===== src/hdl/udp_cmd_pkg.sv =====
`default_nettype none

package udp_cmd_pkg;

  // header op codes in bits 31..30, other values are dropped.
  typedef enum logic [1:0] {
    OP_WRITE = 2'b10,
    OP_READ  = 2'b01
  } op_e;

  localparam int ADDR_W = 28;
  localparam int LEN_W  = 8;
  localparam int ID_W   = 4;

  // second word of a packet, payload for writes and length for reads.
  typedef union packed {
    logic [31:0] data;
    struct packed {
      logic [23:0]      rsvd;
      logic [LEN_W-1:0] rd_len;
    } len;
  } cmd_word_u;

  typedef enum logic [2:0] {
    S_IDLE,
    S_RX,
    S_WR_ADDR,
    S_WR_DATA,
    S_RD_ADDR,
    S_RD_DATA,
    S_TX
  } fsm_state_e;

endpackage

`default_nettype wire

===== src/hdl/beat_counter.sv =====
`timescale 1ns/100ps
`default_nettype none

module beat_counter
  import udp_cmd_pkg::*;
(
  input  wire              gmii_rx_clk,
  input  wire              rstn,
  input  wire              cnt_clear,
  input  wire              cnt_inc,
  input  wire [LEN_W-1:0]  cnt_limit,
  output logic [LEN_W-1:0] cnt_value,
  output logic             cnt_last
);

  // clear wins over increment.
  always_ff @(posedge gmii_rx_clk or negedge rstn) begin
    if (!rstn) begin
      cnt_value <= '0;
    end else if (cnt_clear) begin
      cnt_value <= '0;
    end else if (cnt_inc) begin
      cnt_value <= cnt_value + 1'b1;
    end
  end

  assign cnt_last = (cnt_value == cnt_limit);

  // a burst of 256 beats tops out at 255, never wraps.
  a_no_wrap: assert property (
    @(posedge gmii_rx_clk) disable iff (!rstn)
    !(cnt_inc && !cnt_clear && (cnt_value == '1))
  );

endmodule

`default_nettype wire


===== config.mk =====
export PLATFORM = sky130hd
export DESIGN_NAME = beat_counter
export DESIGN_NICKNAME = d
export VERILOG_FILES = /design/src/hdl/udp_cmd_pkg.sv /design/src/hdl/beat_counter.sv
export SDC_FILE = /design/constraint.sdc
export NUM_CORES = 1
export LEC_CHECK = 0
export ABC_CLOCK_PERIOD_IN_PS = 1180
export BUFFER_PORTS_ARGS = -buffer_cell sky130_fd_sc_hd__buf_2
export CAP_MARGIN = 15
export CORE_AREA = 2 2 39 41
export DETAILED_ROUTE_END_ITERATION = 7
export DIE_AREA = 0 0 41 43
export PLACE_DENSITY_LB_ADDON = 0.08
export SKIP_LAST_GASP = 1
export SYNTH_ARGS = -nofsm -noshare
export SYNTH_HDL_FRONTEND = slang
export SYNTH_SLANG_ARGS = --single-unit

===== constraint.sdc =====
create_clock -name gmii_rx_clk -period 1.18 [get_ports gmii_rx_clk]
set_clock_uncertainty 0.1 [all_clocks]
set_input_delay 0.236 -clock gmii_rx_clk [delete_from_list [all_inputs] [get_ports gmii_rx_clk]]
set_output_delay 0.236 -clock gmii_rx_clk [all_outputs]
set_load 0.05 [all_outputs]

# [Word level (Yosys, flattened, before mapping)]
# Index checks and enable logic that the tools add are counted.
[word_totals] regBits=8 latch_bits=0 mem_bits_rw=0 mem_bits_ro=0 input_bits=12 out_inout_bits=9 elab_cells=6 memories=0
[op_classes] addsub=1 n_mul=0 div_mod_pow=0 n_lt_le_gt_ge=0 eq_ne=1 shift=0 mux=2 bitwise=0 n_reduce_logical=1
[op_table] operator="8-bit two-way mux" n=2
[op_table] operator="8-bit by 1-bit adder with 8-bit output, second input constant" n=1
[op_table] operator="8-bit == test" n=1
[op_table] operator="2-bit nonzero test" n=1

# [Depth between registers and ports, before layout]
[depth] depth_word=3 mapped_depth=4 mapped_depth_nobuf=4

# [Worst setup path before layout]
# OpenSTA, ideal clock, no wires.
[synth_timing] kind="reg2out" from="register cnt_value[2]" to="output port cnt_last" arrival_time_ns=1.730 required_ns=0.844 path_slack_ns=-0.886 path_stages_with_launch=5 path_buffers=1 path_cell_list="dfrtp_1 -> clkbuf_2 -> xnor2_1 -> nand4_1 -> nor2_1"
[synth_via] elab_chain_cells=1
[synth_lines] element="start: declaration" line="beat_counter.sv:12" source="output logic [LEN_W-1:0] cnt_value,"
[synth_lines] element="start signal: assignment" line="beat_counter.sv:23" source="cnt_value <= cnt_value + 1'b1;"
[synth_lines] element="8-bit == test" line="beat_counter.sv:27" source="assign cnt_last = (cnt_value == cnt_limit);"
[synth_lines] element="end: declaration" line="beat_counter.sv:13" source="output logic cnt_last"
# Every way passes these cells.

# [Final worst setup path]
[layout_timing] from="register cnt_value[3]" to="output port cnt_last"
# Same word-level chain as after synthesis.

==> impl_metrics.tcl <==
set metrics [dict create \
    clock_sink_count 8 \
    dp_cells 94 \
    clkPwrFrac_pct 29.0 \
    post_dp_cell_area_sq_um 707 \
    initial_antenna_violation_count 0 \
    r2r_slack_ns -0.22 \
    max_cap_viol_count 0 \
    rsz0062_at_grt "yes" \
    failed_checks "negative setup slack" \
    grt-ovfl-total 0 \
    synth-warning-count 0 \
    detail_route.wirelength_mm 1.33 \
    required_ns 0.84 \
    clkLatencyLatePin_ns 0.24 \
    p_int_uw 488 \
    yosysTopAreaCellShare_pct 42.0 \
    cts_max_path_buffers 2 \
    critPathLaunchType "register" \
    detailroute.via_count 478 \
    slew-limit-headroom_pct 85.3 \
    met3_wire_len_microns 63 \
    top_register "cnt_value" \
    worst_hold_path_type "input port to register" \
    fmax_mhz 623 \
    ff_latch_area_sq_um 210 \
    post_route_cells_drive_above_1_share_pct 67.4 \
    power.switching_fraction_pct 26.1 \
    antennaDiodeCount 0 \
    maximum_number_of_pins_on_one_net_before_global_route_repair 9 \
    tritoncts "done" \
    finalCritPeriodShare_pct 136 \
    multi_input_area_sq_um 337 \
    cp-end-kind "primary output" \
    postSynthRegisterBits 8 \
    finish.instance_area_sq_um 928 \
    gp_congestion 0.685 \
    area_growth_pct 94.8 \
    fp.coreArea_sq_um 1380 \
    portBuffers 20 \
    largest_reg_flops 8 \
    outcome "finished, violations left" \
    final.setup.worst_slack_ns -0.426 \
    synth_fp_nets 62 \
    met1_length_microns 583 \
    hpwlAfterDp_microns 942 \
    dr.pass1.iters 1 \
    timing.final.setup_violations 15 \
    share_of_power_burned_in_combinational_logic_pct 27.1 \
    final.fill_count 112 \
    timing.critical_path.fanout_max 2 \
    vdd.ir_drop.worst_mv 0.375 \
    cts-htree-levels 1 \
    reg_top3 "cnt_value (8)" \
    timing.final.hold_violations 0 \
    post_layout_nonfiller_instances 102 \
    cts_made_buffers 3 \
    via_per_inst 4.69 \
    switching_power_uw 173 \
    top_signal_layer_used "met4" \
    leakage_uw 0.000391 \
    fp-row-count 14 \
    synthDistinctLibCells 14 \
    netlist_area_sq_um 477 \
    root_cell_of_the_clock_tree "sky130_fd_sc_hd__clkbuf_4" \
    clkSlewWorstSetupHoldPaths_ns 0.05 \
    cp.arrival_ns 1.27 \
    powerDensity_nw_per_um2 712 \
    met2RoutedLength_microns 676 \
    vias_in_the_first_global_route 499 \
    postSynthCellCount 49 \
    synth_area_per_cell_sq_um 9.73 \
    dieWidth_microns 41 \
    grt_first_pass_wirelength_mm 2.13 \
    floorplan.io_pins 21 \
    critPathKind "register to primary output" \
    postRouteAntennaNets 0 \
    maxSlewViolCount 0 \
    start_util_pct 34.4 \
    post_synth_main_area_contributors "sky130_fd_sc_hd__dfrtp_1, sky130_fd_sc_hd__xnor2_1, sky130_fd_sc_hd__nand4_1" \
    post-route-min-period_ns 1.61 \
    design.final.nets 101 \
    dr.first_iter.drc_count 0 \
    synth_largest_area_cell "sky130_fd_sc_hd__dfrtp_1" \
    synth_sequential_area_ratio_pct 42.0 \
    pwr-share-seq_pct 43.9 \
    worst-slew-pin-transition_ns 0.220 \
    routed_wire_length_per_instance_microns 13.0 \
    track_usage_pct 18.3 \
    floorplan.die_area_sq_um 1760 \
    detail_route.drc_violations 0 \
    dieHeight_microns 43 \
]
-- cells in the final DEF, fill, tap and decap left out --
cell type                        n
sky130_fd_sc_hd__nand2_2         1
sky130_fd_sc_hd__nand4_1         5
sky130_fd_sc_hd__mux2i_1         1
sky130_fd_sc_hd__o2111ai_4       1
sky130_fd_sc_hd__nor2_4          1
sky130_fd_sc_hd__ha_4            1
sky130_fd_sc_hd__dfrtp_2         8
sky130_fd_sc_hd__dlygate4sd3_1   1
sky130_fd_sc_hd__o21ai_0         3
sky130_fd_sc_hd__nand2_1         2
sky130_fd_sc_hd__buf_6           9
sky130_fd_sc_hd__a21oi_2         1
sky130_fd_sc_hd__xor2_1          3
sky130_fd_sc_hd__or3_1           2
sky130_fd_sc_hd__xnor2_1         4
sky130_fd_sc_hd__buf_8           7
sky130_fd_sc_hd__xnor2_2         5
sky130_fd_sc_hd__buf_4           9
sky130_fd_sc_hd__nor2_1          5
sky130_fd_sc_hd__clkbuf_4        3
sky130_fd_sc_hd__a21oi_1         2
sky130_fd_sc_hd__buf_2          11
sky130_fd_sc_hd__or3_4           1
-- routing by layer --
metal	track usage, %	vias up
li1	-	243
met4	10.0	0
met5	0	-
met3	3.14	2
met1	24.2	219
met2	27.2	14
-- worst paths after layout --
| check | startpoint | endpoint | depth (start not counted) |
|---|---|---|---|
| worst max-delay path | cnt_value[3] | cnt_last | 4 |
| worst min-delay path | cnt_clear | cnt_value[6] | 3 |
| worst max register to register | cnt_value[3] | cnt_value[6] | 4 |
| worst min register to register | cnt_value[6] | cnt_value[6] | 3 |
| max in group asynchronous | rstn | cnt_value[3] | 2 |
| min in group asynchronous | rstn | cnt_value[0] | 2 |
-- what timing repair did --
item	4_1_cts	5_1_grt
hold buffers	1	0
endpoints found under the hold margin	8	0
pin swaps	1	10
setup endpoints to repair	16	16
buffers inserted	0	6
gates resized for setup	26	15
-- power groups by stage --
stage	Combinational, uW	Clock [uW]	Sequential (uW)
after floorplan	53.7	0	327
after global placement	140	0	292
after detailed placement	144	0	293
after CTS	161	205	288
after global routing	195	212	290
final	179	192	290
-- worst max-delay path, stage by stage (launching register included) --
cell                      delay [ns]
sky130_fd_sc_hd__dfrtp_2        0.41
sky130_fd_sc_hd__xnor2_1        0.19
sky130_fd_sc_hd__nand4_1        0.17
sky130_fd_sc_hd__nor2_4         0.12
sky130_fd_sc_hd__buf_8          0.15
-- synthesized netlist by cell type --
cell type / number
sky130_fd_sc_hd__or3_1: 3
sky130_fd_sc_hd__nor2_1: 6
sky130_fd_sc_hd__dfrtp_1: 8
sky130_fd_sc_hd__mux2i_1: 1
sky130_fd_sc_hd__a21oi_1: 3
sky130_fd_sc_hd__nand2_1: 3
sky130_fd_sc_hd__ha_1: 1
sky130_fd_sc_hd__o2111ai_2: 1
sky130_fd_sc_hd__xnor2_1: 9
sky130_fd_sc_hd__clkbuf_2: 1
sky130_fd_sc_hd__o21ai_0: 3
sky130_fd_sc_hd__buf_4: 2
sky130_fd_sc_hd__xor2_1: 3
sky130_fd_sc_hd__nand4_1: 5
-- metrics by stage --
stage | power, uW | hold WS [ns] | TNS (ns) | utilization (%) | setup slack, ns
6_report | 661 | 0.237 | -2.02 | 67.1 | -0.426
5_1_grt | 697 | 0.256 | -2.70 | 67.1 | -0.501
4_1_cts | 655 | 0.231 | -2.03 | 60.5 | -0.425
3_5_place_dp | 437 | -0.0200 | -0.862 | 51.1 | -0.247
3_3_place_gp | 433 | -0.0199 | -0.828 | 51.1 | -0.247
2_1_floorplan | 380 | -0.160 | -1.30 | - | -0.407
-- cell families (layout without fill, tap and decap cells) --
logic type / after synthesis / count (layout) / synth area share [%]
AO/OA/AOI/OAI: 7 / 7 / 9.45
XOR/XNOR: 12 / 12 / 22.0
adder cells (fa/ha/maj): 1 / 1 / 2.62
buffers and inverters: 3 / 40 / 4.20
flip-flops: 8 / 8 / 42.0
multiplexers: 1 / 1 / 2.10
AND/OR/NAND/NOR: 17 / 17 / 17.6
-- layout make-up --
cell class | count | share of cell area (%)
timing repair buffer | 37 | 36.5
multi-input combinational | 38 | 36.3
sequential | 8 | 22.6
clock buffer | 3 | 2.43
tap | 16 | 2.16
No activity file was read; power rests on OpenSTA's default activity.
