[config.mk]
export PLATFORM = sky130hd
export DESIGN_NAME = cmd_fsm
export DESIGN_NICKNAME = d
export VERILOG_FILES = /design/src/hdl/udp_cmd_pkg.sv /design/src/hdl/cmd_fsm.sv
export SDC_FILE = /design/constraint.sdc
export NUM_CORES = 1
export LEC_CHECK = 0
export BUFFER_PORTS_ARGS = -buffer_cell sky130_fd_sc_hd__buf_2
export CAP_MARGIN = 20
export CORE_MARGIN = 2
export CORE_UTILIZATION = 42
export CTS_CLUSTER_DIAMETER = 30
export DETAILED_ROUTE_END_ITERATION = 16
export PLACE_DENSITY = 0.85
export SLEW_MARGIN = 5
export SYNTH_ARGS = -nofsm -noshare
export SYNTH_HDL_FRONTEND = slang
export SYNTH_SLANG_ARGS = --single-unit
export TNS_END_PERCENT = 20
[constraint.sdc]
create_clock -name gmii_rx_clk -period 3.9 [get_ports gmii_rx_clk]
set_input_delay 0.78 -clock gmii_rx_clk [delete_from_list [all_inputs] [get_ports gmii_rx_clk]]
set_output_delay 0.78 -clock gmii_rx_clk [all_outputs]
set_load 0.005 [all_outputs]
[src/hdl/udp_cmd_pkg.sv]
`default_nettype none

package udp_cmd_pkg;

  // header op codes in bits 31..30, other values are dropped.
  typedef enum logic [1:0] {
    OP_WRITE = 2'b10,
    OP_READ  = 2'b01
  } op_e;

  localparam int ADDR_W = 28;
  localparam int LEN_W  = 8;
  localparam int ID_W   = 4;

  // second word of a packet, payload for writes and length for reads.
  typedef union packed {
    logic [31:0] data;
    struct packed {
      logic [23:0]      rsvd;
      logic [LEN_W-1:0] rd_len;
    } len;
  } cmd_word_u;

  typedef enum logic [2:0] {
    S_IDLE,
    S_RX,
    S_WR_ADDR,
    S_WR_DATA,
    S_RD_ADDR,
    S_RD_DATA,
    S_TX
  } fsm_state_e;

endpackage

`default_nettype wire
[src/hdl/cmd_fsm.sv]
`timescale 1ns/100ps
`default_nettype none

module cmd_fsm
  import udp_cmd_pkg::*;
#(
  parameter logic [ID_W-1:0] ID = '0
) (
  input  wire               gmii_rx_clk,
  input  wire               rstn,
  input  wire               rec_en,
  input  wire  [31:0]       datain,
  input  wire               rec_pkt_done,
  input  wire               wr_addr_ready,
  input  wire               wr_data_ready,
  input  wire               rd_addr_ready,
  input  wire               rd_data_valid,
  input  wire               rd_data_last,
  input  wire  [ID_W-1:0]   rd_back_ID,
  input  wire               tx_req,
  input  wire               fifo_empty,
  input  wire               buf_empty,
  input  wire  [LEN_W-1:0]  cnt_value,
  input  wire               cnt_last,
  output logic [ADDR_W-1:0] wr_addr,
  output logic [ID_W-1:0]   wr_ID,
  output logic [LEN_W-1:0]  wr_len,
  output logic              wr_addr_valid,
  output logic              wr_data_valid,
  output logic              wr_data_last,
  output logic [ADDR_W-1:0] rd_addr,
  output logic [ID_W-1:0]   rd_ID,
  output logic [LEN_W-1:0]  rd_len,
  output logic              rd_addr_valid,
  output logic              rd_data_ready,
  output logic              tx_start_en,
  output logic              fifo_push,
  output logic              fifo_pop,
  output logic              buf_clear,
  output logic              buf_push,
  output logic              cnt_clear,
  output logic              cnt_inc,
  output logic [LEN_W-1:0]  cnt_limit
);

  fsm_state_e        state;
  logic [1:0]        op;
  logic [ADDR_W-1:0] addr;
  logic              got_word;
  cmd_word_u         word;
  logic              is_wr;
  logic              is_rd;
  logic              wr_beat;
  logic              rd_beat;

  assign word  = datain;
  assign is_wr = (op == OP_WRITE);
  assign is_rd = (op == OP_READ);

  assign wr_addr       = addr;
  assign rd_addr       = addr;
  assign wr_ID         = ID;
  assign rd_ID         = ID;
  assign wr_addr_valid = (state == S_WR_ADDR);
  assign wr_data_valid = (state == S_WR_DATA) && !fifo_empty;
  assign wr_data_last  = wr_data_valid && cnt_last;
  assign rd_addr_valid = (state == S_RD_ADDR);
  assign rd_data_ready = (state == S_RD_DATA);
  assign wr_beat       = wr_data_valid && wr_data_ready;
  assign rd_beat       = rd_data_valid && rd_data_ready;

  assign fifo_push = (state == S_RX) && rec_en && is_wr;
  assign fifo_pop  = wr_beat;
  assign buf_clear = rd_addr_valid;
  assign buf_push  = rd_beat;

  // the first payload word is not counted, so the count ends at wr_len.
  assign cnt_clear = (state == S_IDLE) || ((state == S_RX) && rec_pkt_done);
  assign cnt_inc   = (fifo_push && got_word) || ((wr_beat || rd_beat) && !cnt_last);
  assign cnt_limit = is_rd ? rd_len : wr_len;

  always_ff @(posedge gmii_rx_clk or negedge rstn) begin
    if (!rstn) begin
      state       <= S_IDLE;
      op          <= '0;
      got_word    <= 1'b0;
      tx_start_en <= 1'b0;
    end else begin
      tx_start_en <= 1'b0;
      case (state)
        S_IDLE: begin
          got_word <= 1'b0;
          op       <= datain[31:30];
          // a header alone is never a complete command.
          if (rec_en && !rec_pkt_done) begin
            state <= S_RX;
          end
        end
        S_RX: begin
          if (rec_en) begin
            got_word <= 1'b1;
          end
          if (rec_pkt_done) begin
            if (is_wr && (got_word || rec_en)) begin
              state <= S_WR_ADDR;
            end else if (is_rd && (got_word || rec_en)) begin
              state <= S_RD_ADDR;
            end else begin
              state <= S_IDLE;
            end
          end
        end
        S_WR_ADDR: if (wr_addr_ready) state <= S_WR_DATA;
        S_WR_DATA: if (wr_beat && cnt_last) state <= S_IDLE;
        S_RD_ADDR: if (rd_addr_ready) state <= S_RD_DATA;
        S_RD_DATA: begin
          if (rd_beat && rd_data_last) begin
            state       <= S_TX;
            tx_start_en <= 1'b1;
          end
        end
        S_TX: if (buf_empty) state <= S_IDLE;
        default: state <= S_IDLE;
      endcase
    end
  end

  always_ff @(posedge gmii_rx_clk) begin
    if ((state == S_IDLE) && rec_en) begin
      addr <= datain[ADDR_W-1:0];
    end
    if ((state == S_RX) && rec_en && !got_word) begin
      rd_len <= word.len.rd_len;
    end
    if ((state == S_RX) && rec_pkt_done) begin
      wr_len <= cnt_value + LEN_W'(got_word && rec_en);
    end
  end

  a_wr_addr_hold: assert property (@(posedge gmii_rx_clk) disable iff (!rstn)
    wr_addr_valid && !wr_addr_ready |=> wr_addr_valid && $stable({wr_addr, wr_len}));

  a_wr_data_hold: assert property (@(posedge gmii_rx_clk) disable iff (!rstn)
    wr_data_valid && !wr_data_ready |=> wr_data_valid && $stable(wr_data_last));

  a_rd_addr_hold: assert property (@(posedge gmii_rx_clk) disable iff (!rstn)
    rd_addr_valid && !rd_addr_ready |=> rd_addr_valid && $stable({rd_addr, rd_len}));

  a_rd_id: assert property (@(posedge gmii_rx_clk) disable iff (!rstn)
    rd_beat |-> (rd_back_ID == ID));

  // slave must close the burst on beat rd_len.
  a_rd_last: assert property (@(posedge gmii_rx_clk) disable iff (!rstn)
    rd_beat |-> (rd_data_last == cnt_last));

  a_tx_req: assert property (@(posedge gmii_rx_clk) disable iff (!rstn)
    tx_req |-> (state == S_TX));

endmodule

`default_nettype wire

# --- Word-level counts from Yosys, hierarchy flattened ---
# Cells that the tools add are included.
op_classes:
  add_sub_neg: 1
  mul: 0
  div: 0
  order_cmp: 0
  eq_ne: 16
  n_shift: 0
  muxes: 15
  bitwise: 0
  n_reduce_logical: 29
ops:
  columns: ["cell", "n"]
  rows:
  - ["2-to-1 mux 3 bit", 9]
  - ["one-hot mux 3 bit (7 select lines)", 1]
  - ["logical AND 1 bit", 17]
  - ["inequality test 2 bit, second input constant", 5]
  - ["equality test 3 bit, second input constant", 3]
  - ["adder 8 x 1 -> 8 bit", 1]
  - ["2-to-1 mux 8 bit", 1]
  - ["AND reduction 7 bit", 1]
  - ["equality test 3 x 2 -> 1 bit, second input constant", 2]
  - ["inequality test 2 x 1 -> 1 bit, second input constant", 3]
  - ["logical NOT 1 bit", 4]
  - ["logical OR 1 bit", 4]
  - ["equality test 3 x 1 -> 1 bit, second input constant", 1]
  - ["logical NOT 3 bit", 1]
  - ["2-to-1 mux 1 bit", 3]
  - ["equality test 2 x 1 -> 1 bit, second input constant", 1]
  - ["equality test 2 bit, second input constant", 1]
  - ["one-hot mux 1 bit (2 select lines)", 1]
  - ["AND reduction 2 bit", 1]
  - ["nonzero test 2 bit", 1]
totals:
  regBits: 51
  latchBits: 0
  ram_bits: 0
  romBits: 0
  input_bits: 57
  output_inout_bits: 100
  wordCells: 68
  n_memories: 0

# --- Longest topological paths before layout ---
depth:
  word_depth: 6
  ltp_mapped: 6
  depth_no_buf: 6

# --- Least setup slack after synthesis ---
# OpenSTA, ideal clock, no wires.
synth_timing:
  path_kind: "input-to-reg"
  start: "input port rec_en"
  end: "register addr[0], in the netlist rd_addr[0] (enable)"
  setup_time_ns: 0.448
  arrival_time_ns: 2.776
  setup_slack_ns: 0.676
  cell_stages: 2
  n_path_buf: 0
  cell_sequence: "nand2b_4 > nor3_1"
synth_between:
  elab_chain_len: 1
synth_lines:
  columns: ["item", "line_no", "rtl"]
  rows:
  - ["from (decl)", "cmd_fsm.sv:11", "input wire rec_en,"]
  - ["logical AND 1 bit", "cmd_fsm.sv:129", "if ((state == S_IDLE) && rec_en) begin"]
  - ["to (signal assigned)", "cmd_fsm.sv:130", "addr <= datain[ADDR_W-1:0];"]
  - ["to (decl)", "cmd_fsm.sv:48", "logic [ADDR_W-1:0] addr;"]
# Every way passes these cells.
# A chain may end at the register's enable or synchronous reset.

# --- Final worst setup path ---
layout_timing:
  start: "register state[0]"
  end: "output port cnt_inc"
layout_between:
  elab_chain_len: 6
layout_lines:
  columns: ["item", "line_no", "rtl"]
  rows:
  - ["from (decl)", "cmd_fsm.sv:46", "fsm_state_e state;"]
  - ["from (signal assigned)", "cmd_fsm.sv:84", "state <= S_IDLE;"]
  - ["from (signal assigned)", "cmd_fsm.sv:96", "state <= S_RX;"]
  - ["from (signal assigned)", "cmd_fsm.sv:105", "state <= S_WR_ADDR;"]
  - ["equality test 3 x 2 -> 1 bit", "cmd_fsm.sv:65", "assign wr_data_valid = (state == S_WR_DATA) && !fifo_empty;"]
  - ["logical AND 1 bit", "cmd_fsm.sv:65", null]
  - ["logical AND 1 bit", "cmd_fsm.sv:69", "assign wr_beat = wr_data_valid && wr_data_ready;"]
  - ["logical OR 1 bit", "cmd_fsm.sv:79", "assign cnt_inc = (fifo_push && got_word) || ((wr_beat || rd_beat) && !cnt_last);"]
  - ["logical AND 1 bit", "cmd_fsm.sv:79", null]
  - ["logical OR 1 bit (*)", "cmd_fsm.sv:79", null]
  - ["to (decl)", "cmd_fsm.sv:42", "output logic cnt_inc,"]
# Mark *: on every way between the ends. The rest lies on a longest branch, timed or not.

==> results.md <==
- Status: complete, no violations
- CP max-delay cell: dfrtp_1
- Ordered list of cells on the worst path: nand2b_1 > nor3_1 > nand2_1 > o21ai_1 > buf_2
- Initial antenna violation count: 0
- Busiest metal layer after global routing: met2
- Yosys reg bits: 51
- Clock Path Buffers: 2
- Vias: 1638
- Initial Util: 43.09%
- DIE WIDTH: 78.70 µm
- Dominant synthesized flop cell: edfxtp_1
- Delay-heaviest family, CP: flip-flops
- Count leader, synth: edfxtp_1
- Final setup violation count: 0
- Overflow left after global routing: 0
- Fraction of layout cells with a size suffix above 1: 59.72%
- First-pass GRT wire length: 7272 µm
- Leading area contributor after synthesis: edfxtp_1
- Num CTS Buffers: 5
- I/O Buffers: 141
- Post-route DRC: 0
- Met1 Use GR: 16.04%
- Period utilization: 64.39%
- Syn_area_per_cell: 14.20 µm²
- Highest clock rate: 398.2 MHz
- Root Driver: clkbuf_8
- Grt met2 use: 28.89%
- TritonCTS clock tree: built
- Ranking of synthesized cells by area: edfxtp_1 (56%), buf_4 (12%), dfrtp_1 (7.5%)
- Die area: 0.006193 mm²
- GP Congestion: 0.7867
- Rel. slew slack: 65.59%
- Resized Gates After CTS: 0
- CP startpoint kind: register
- Crit path buf inv count: 1
- Worst-skew pair later-pin latency: 0.30 ns
- RSZ-0062 raised after global routing: no
- Clock skew: 0.005663 ns
- Final Hold Vio Count: 0
- Number of synthesized flops with an enable pin: 44
- All-Layer GR Usage: 15.45%
- Pin count of the biggest net entering global routing: 29
- CP peak stage delay: 0.63 ns
- Met3 usage: 5.455%
- Vias per Instance: 4.614
- Final Core Density: 54.59%
- Syn Inst Count: 165
- Crit path time final: 2.511 ns
- Worst-path clk slew: 0.09 ns
- Crit end category: output port
- Max-slew violation count: 0
- # nets final: 341
- DPL Wire Length: 3954 µm
- Layout Area Growth over Synthesis: 26.70%
- Max-Cap Viols: 0
- Power density over the cells: 559.1 mW/mm²
- Post-CTS Setup Inserts: 0
- DRT Pass-1 Iters: 4
- Initial DRC count: 39
- Fillcell total: 488
- Fin cells: 355
- Worst hold slack: 0.2971 ns
- Placed instance area: 0.002877 mm²
- Fin area: 0.002969 mm²
- Core area: 0.005439 mm²
- Critical path arrival: 1.73 ns
- Worst-Margin Slew: 0.5161 ns
- Post-synthesis sequential area ratio: 63.85%
- DR WL/cell: 13.79 µm
- VDD IR-drop max: 287.4 µV
- Hold_buf cts: 0
- Post-synthesis cell type count: 40
- WP data required: 3.12 ns
- Antenna cells: 0
- Static Leak: 1.359 nW
- Syn Std Cell Area: 0.002343 mm²
- Placed Cells: 346
- Yosys top cell area share: 56.38%
- Post-DRT Antenna Nets: 0
- Ys async rst share: 13.73%
- H-tree levels: 2
- Vias in the first global route: 1539
- # clock sinks: 51
- Critical Path Fanout Max: 14
- Synth warn: 0
- Final WL: 4897 µm
- Commonest cells post-synth: edfxtp_1 (44), buf_4 (39), dfrtp_1 (7), mux2_2 (7), nor2_1 (6)
- Num rows: 27
- Crit path kind: reg -> out
- Hold Crit Class: in -> async
- Fin Setup TNS: 0 ns
- Die Y: 78.70 µm
- IO Count: 157
-- sequential cells by signal (all words and copies together), names as in the netlist --
signal	count
rd_addr	28
rd_len	8
wr_len	8
state	3
op	2
got_word	1
tx_start_en	1
-- metal layers --
layer / vias to the layer above / part of all wire, %
li1: 776 / -
met1: 756 / 35
met2: 98 / 52
met3: 8 / 11
met5: - / 0
met4: 0 / 1.5
-- worst paths after layout --
kind	to	depth (start not counted)	from	slack [ns]
min in group gmii_rx_clk	op[0]	1	op[0]	0.52
setup reg to reg	rd_len[4]	3	state[0]	2.06
max in group asynchronous	tx_start_en	1	rstn	3.44
setup / recovery	cnt_inc	5	state[0]	1.39
hold / removal	op[1]	1	rstn	0.30
hold reg to reg	op[0]	1	op[0]	0.52
-- logic make-up (layout without fill, tap and decap cells) --
logic type,count (synthesis),after routing,share of synthesized area [%]
DFF,51,51,63.85
buffers and inverters,43,154,13.51
and+or+nand+nor,36,36,9.397
AOI/OAI and AO/OA,16,16,4.966
muxes,10,10,4.805
xor gates and xnor gates,6,6,2.243
adders and majority gates,2,2,1.068
other,1,8,0.1600
-- area by class of cell --
cell class	count	area, µm²	area share, %
Timing Repair Buffer	144	728.2	24.53
Tap cell	72	90.09	3.034
Multi-Input combinational cell	78	561.8	18.92
Sequential cell	51	1496	50.40
Inverter	2	7.507	0.2528
Clock inverter	2	12.51	0.4214
Clock buffer	6	72.57	2.444
-- worst reg2reg max path: stages, from the launching register on --
cell      delay, ns
dfrtp_1        0.63
nand2b_1       0.21
nor3_1         0.46
buf_4          0.25
-- cell usage in the layout, fill, tap and decap left out, types with 3 or more instances in the layout --
cell      instances
o21ai_0           3
xnor2_1           3
nor3_1            4
and2_1            3
dfrtp_1           7
mux2_1            3
edfxtp_1         44
nand3_1           4
buf_2           141
mux2_2            7
conb_1            8
nor2_1            6
nand2_1           5
a21oi_1           3
xor2_1            3
clkbuf_8          5
-- through the flow --
step	worst slack [ns]	total power, W
4_1_cts	1.377	0.001678
2_1_floorplan	0.6762	0.001203
3_3_place_gp	1.588	0.001364
3_5_place_dp	1.575	0.001387
6_report	1.389	0.001660
5_1_grt	1.166	0.001773
-- power breakdown --
group          internal [W]  total, W  leakage [nW]  switching [W]
combinational      0.000279  0.000540         0.826       0.000260
clock              0.000126  0.000289        0.0412       0.000164
sequential         0.000734  0.000831         0.492      0.0000972
Power figures use the tool's default switching activity.
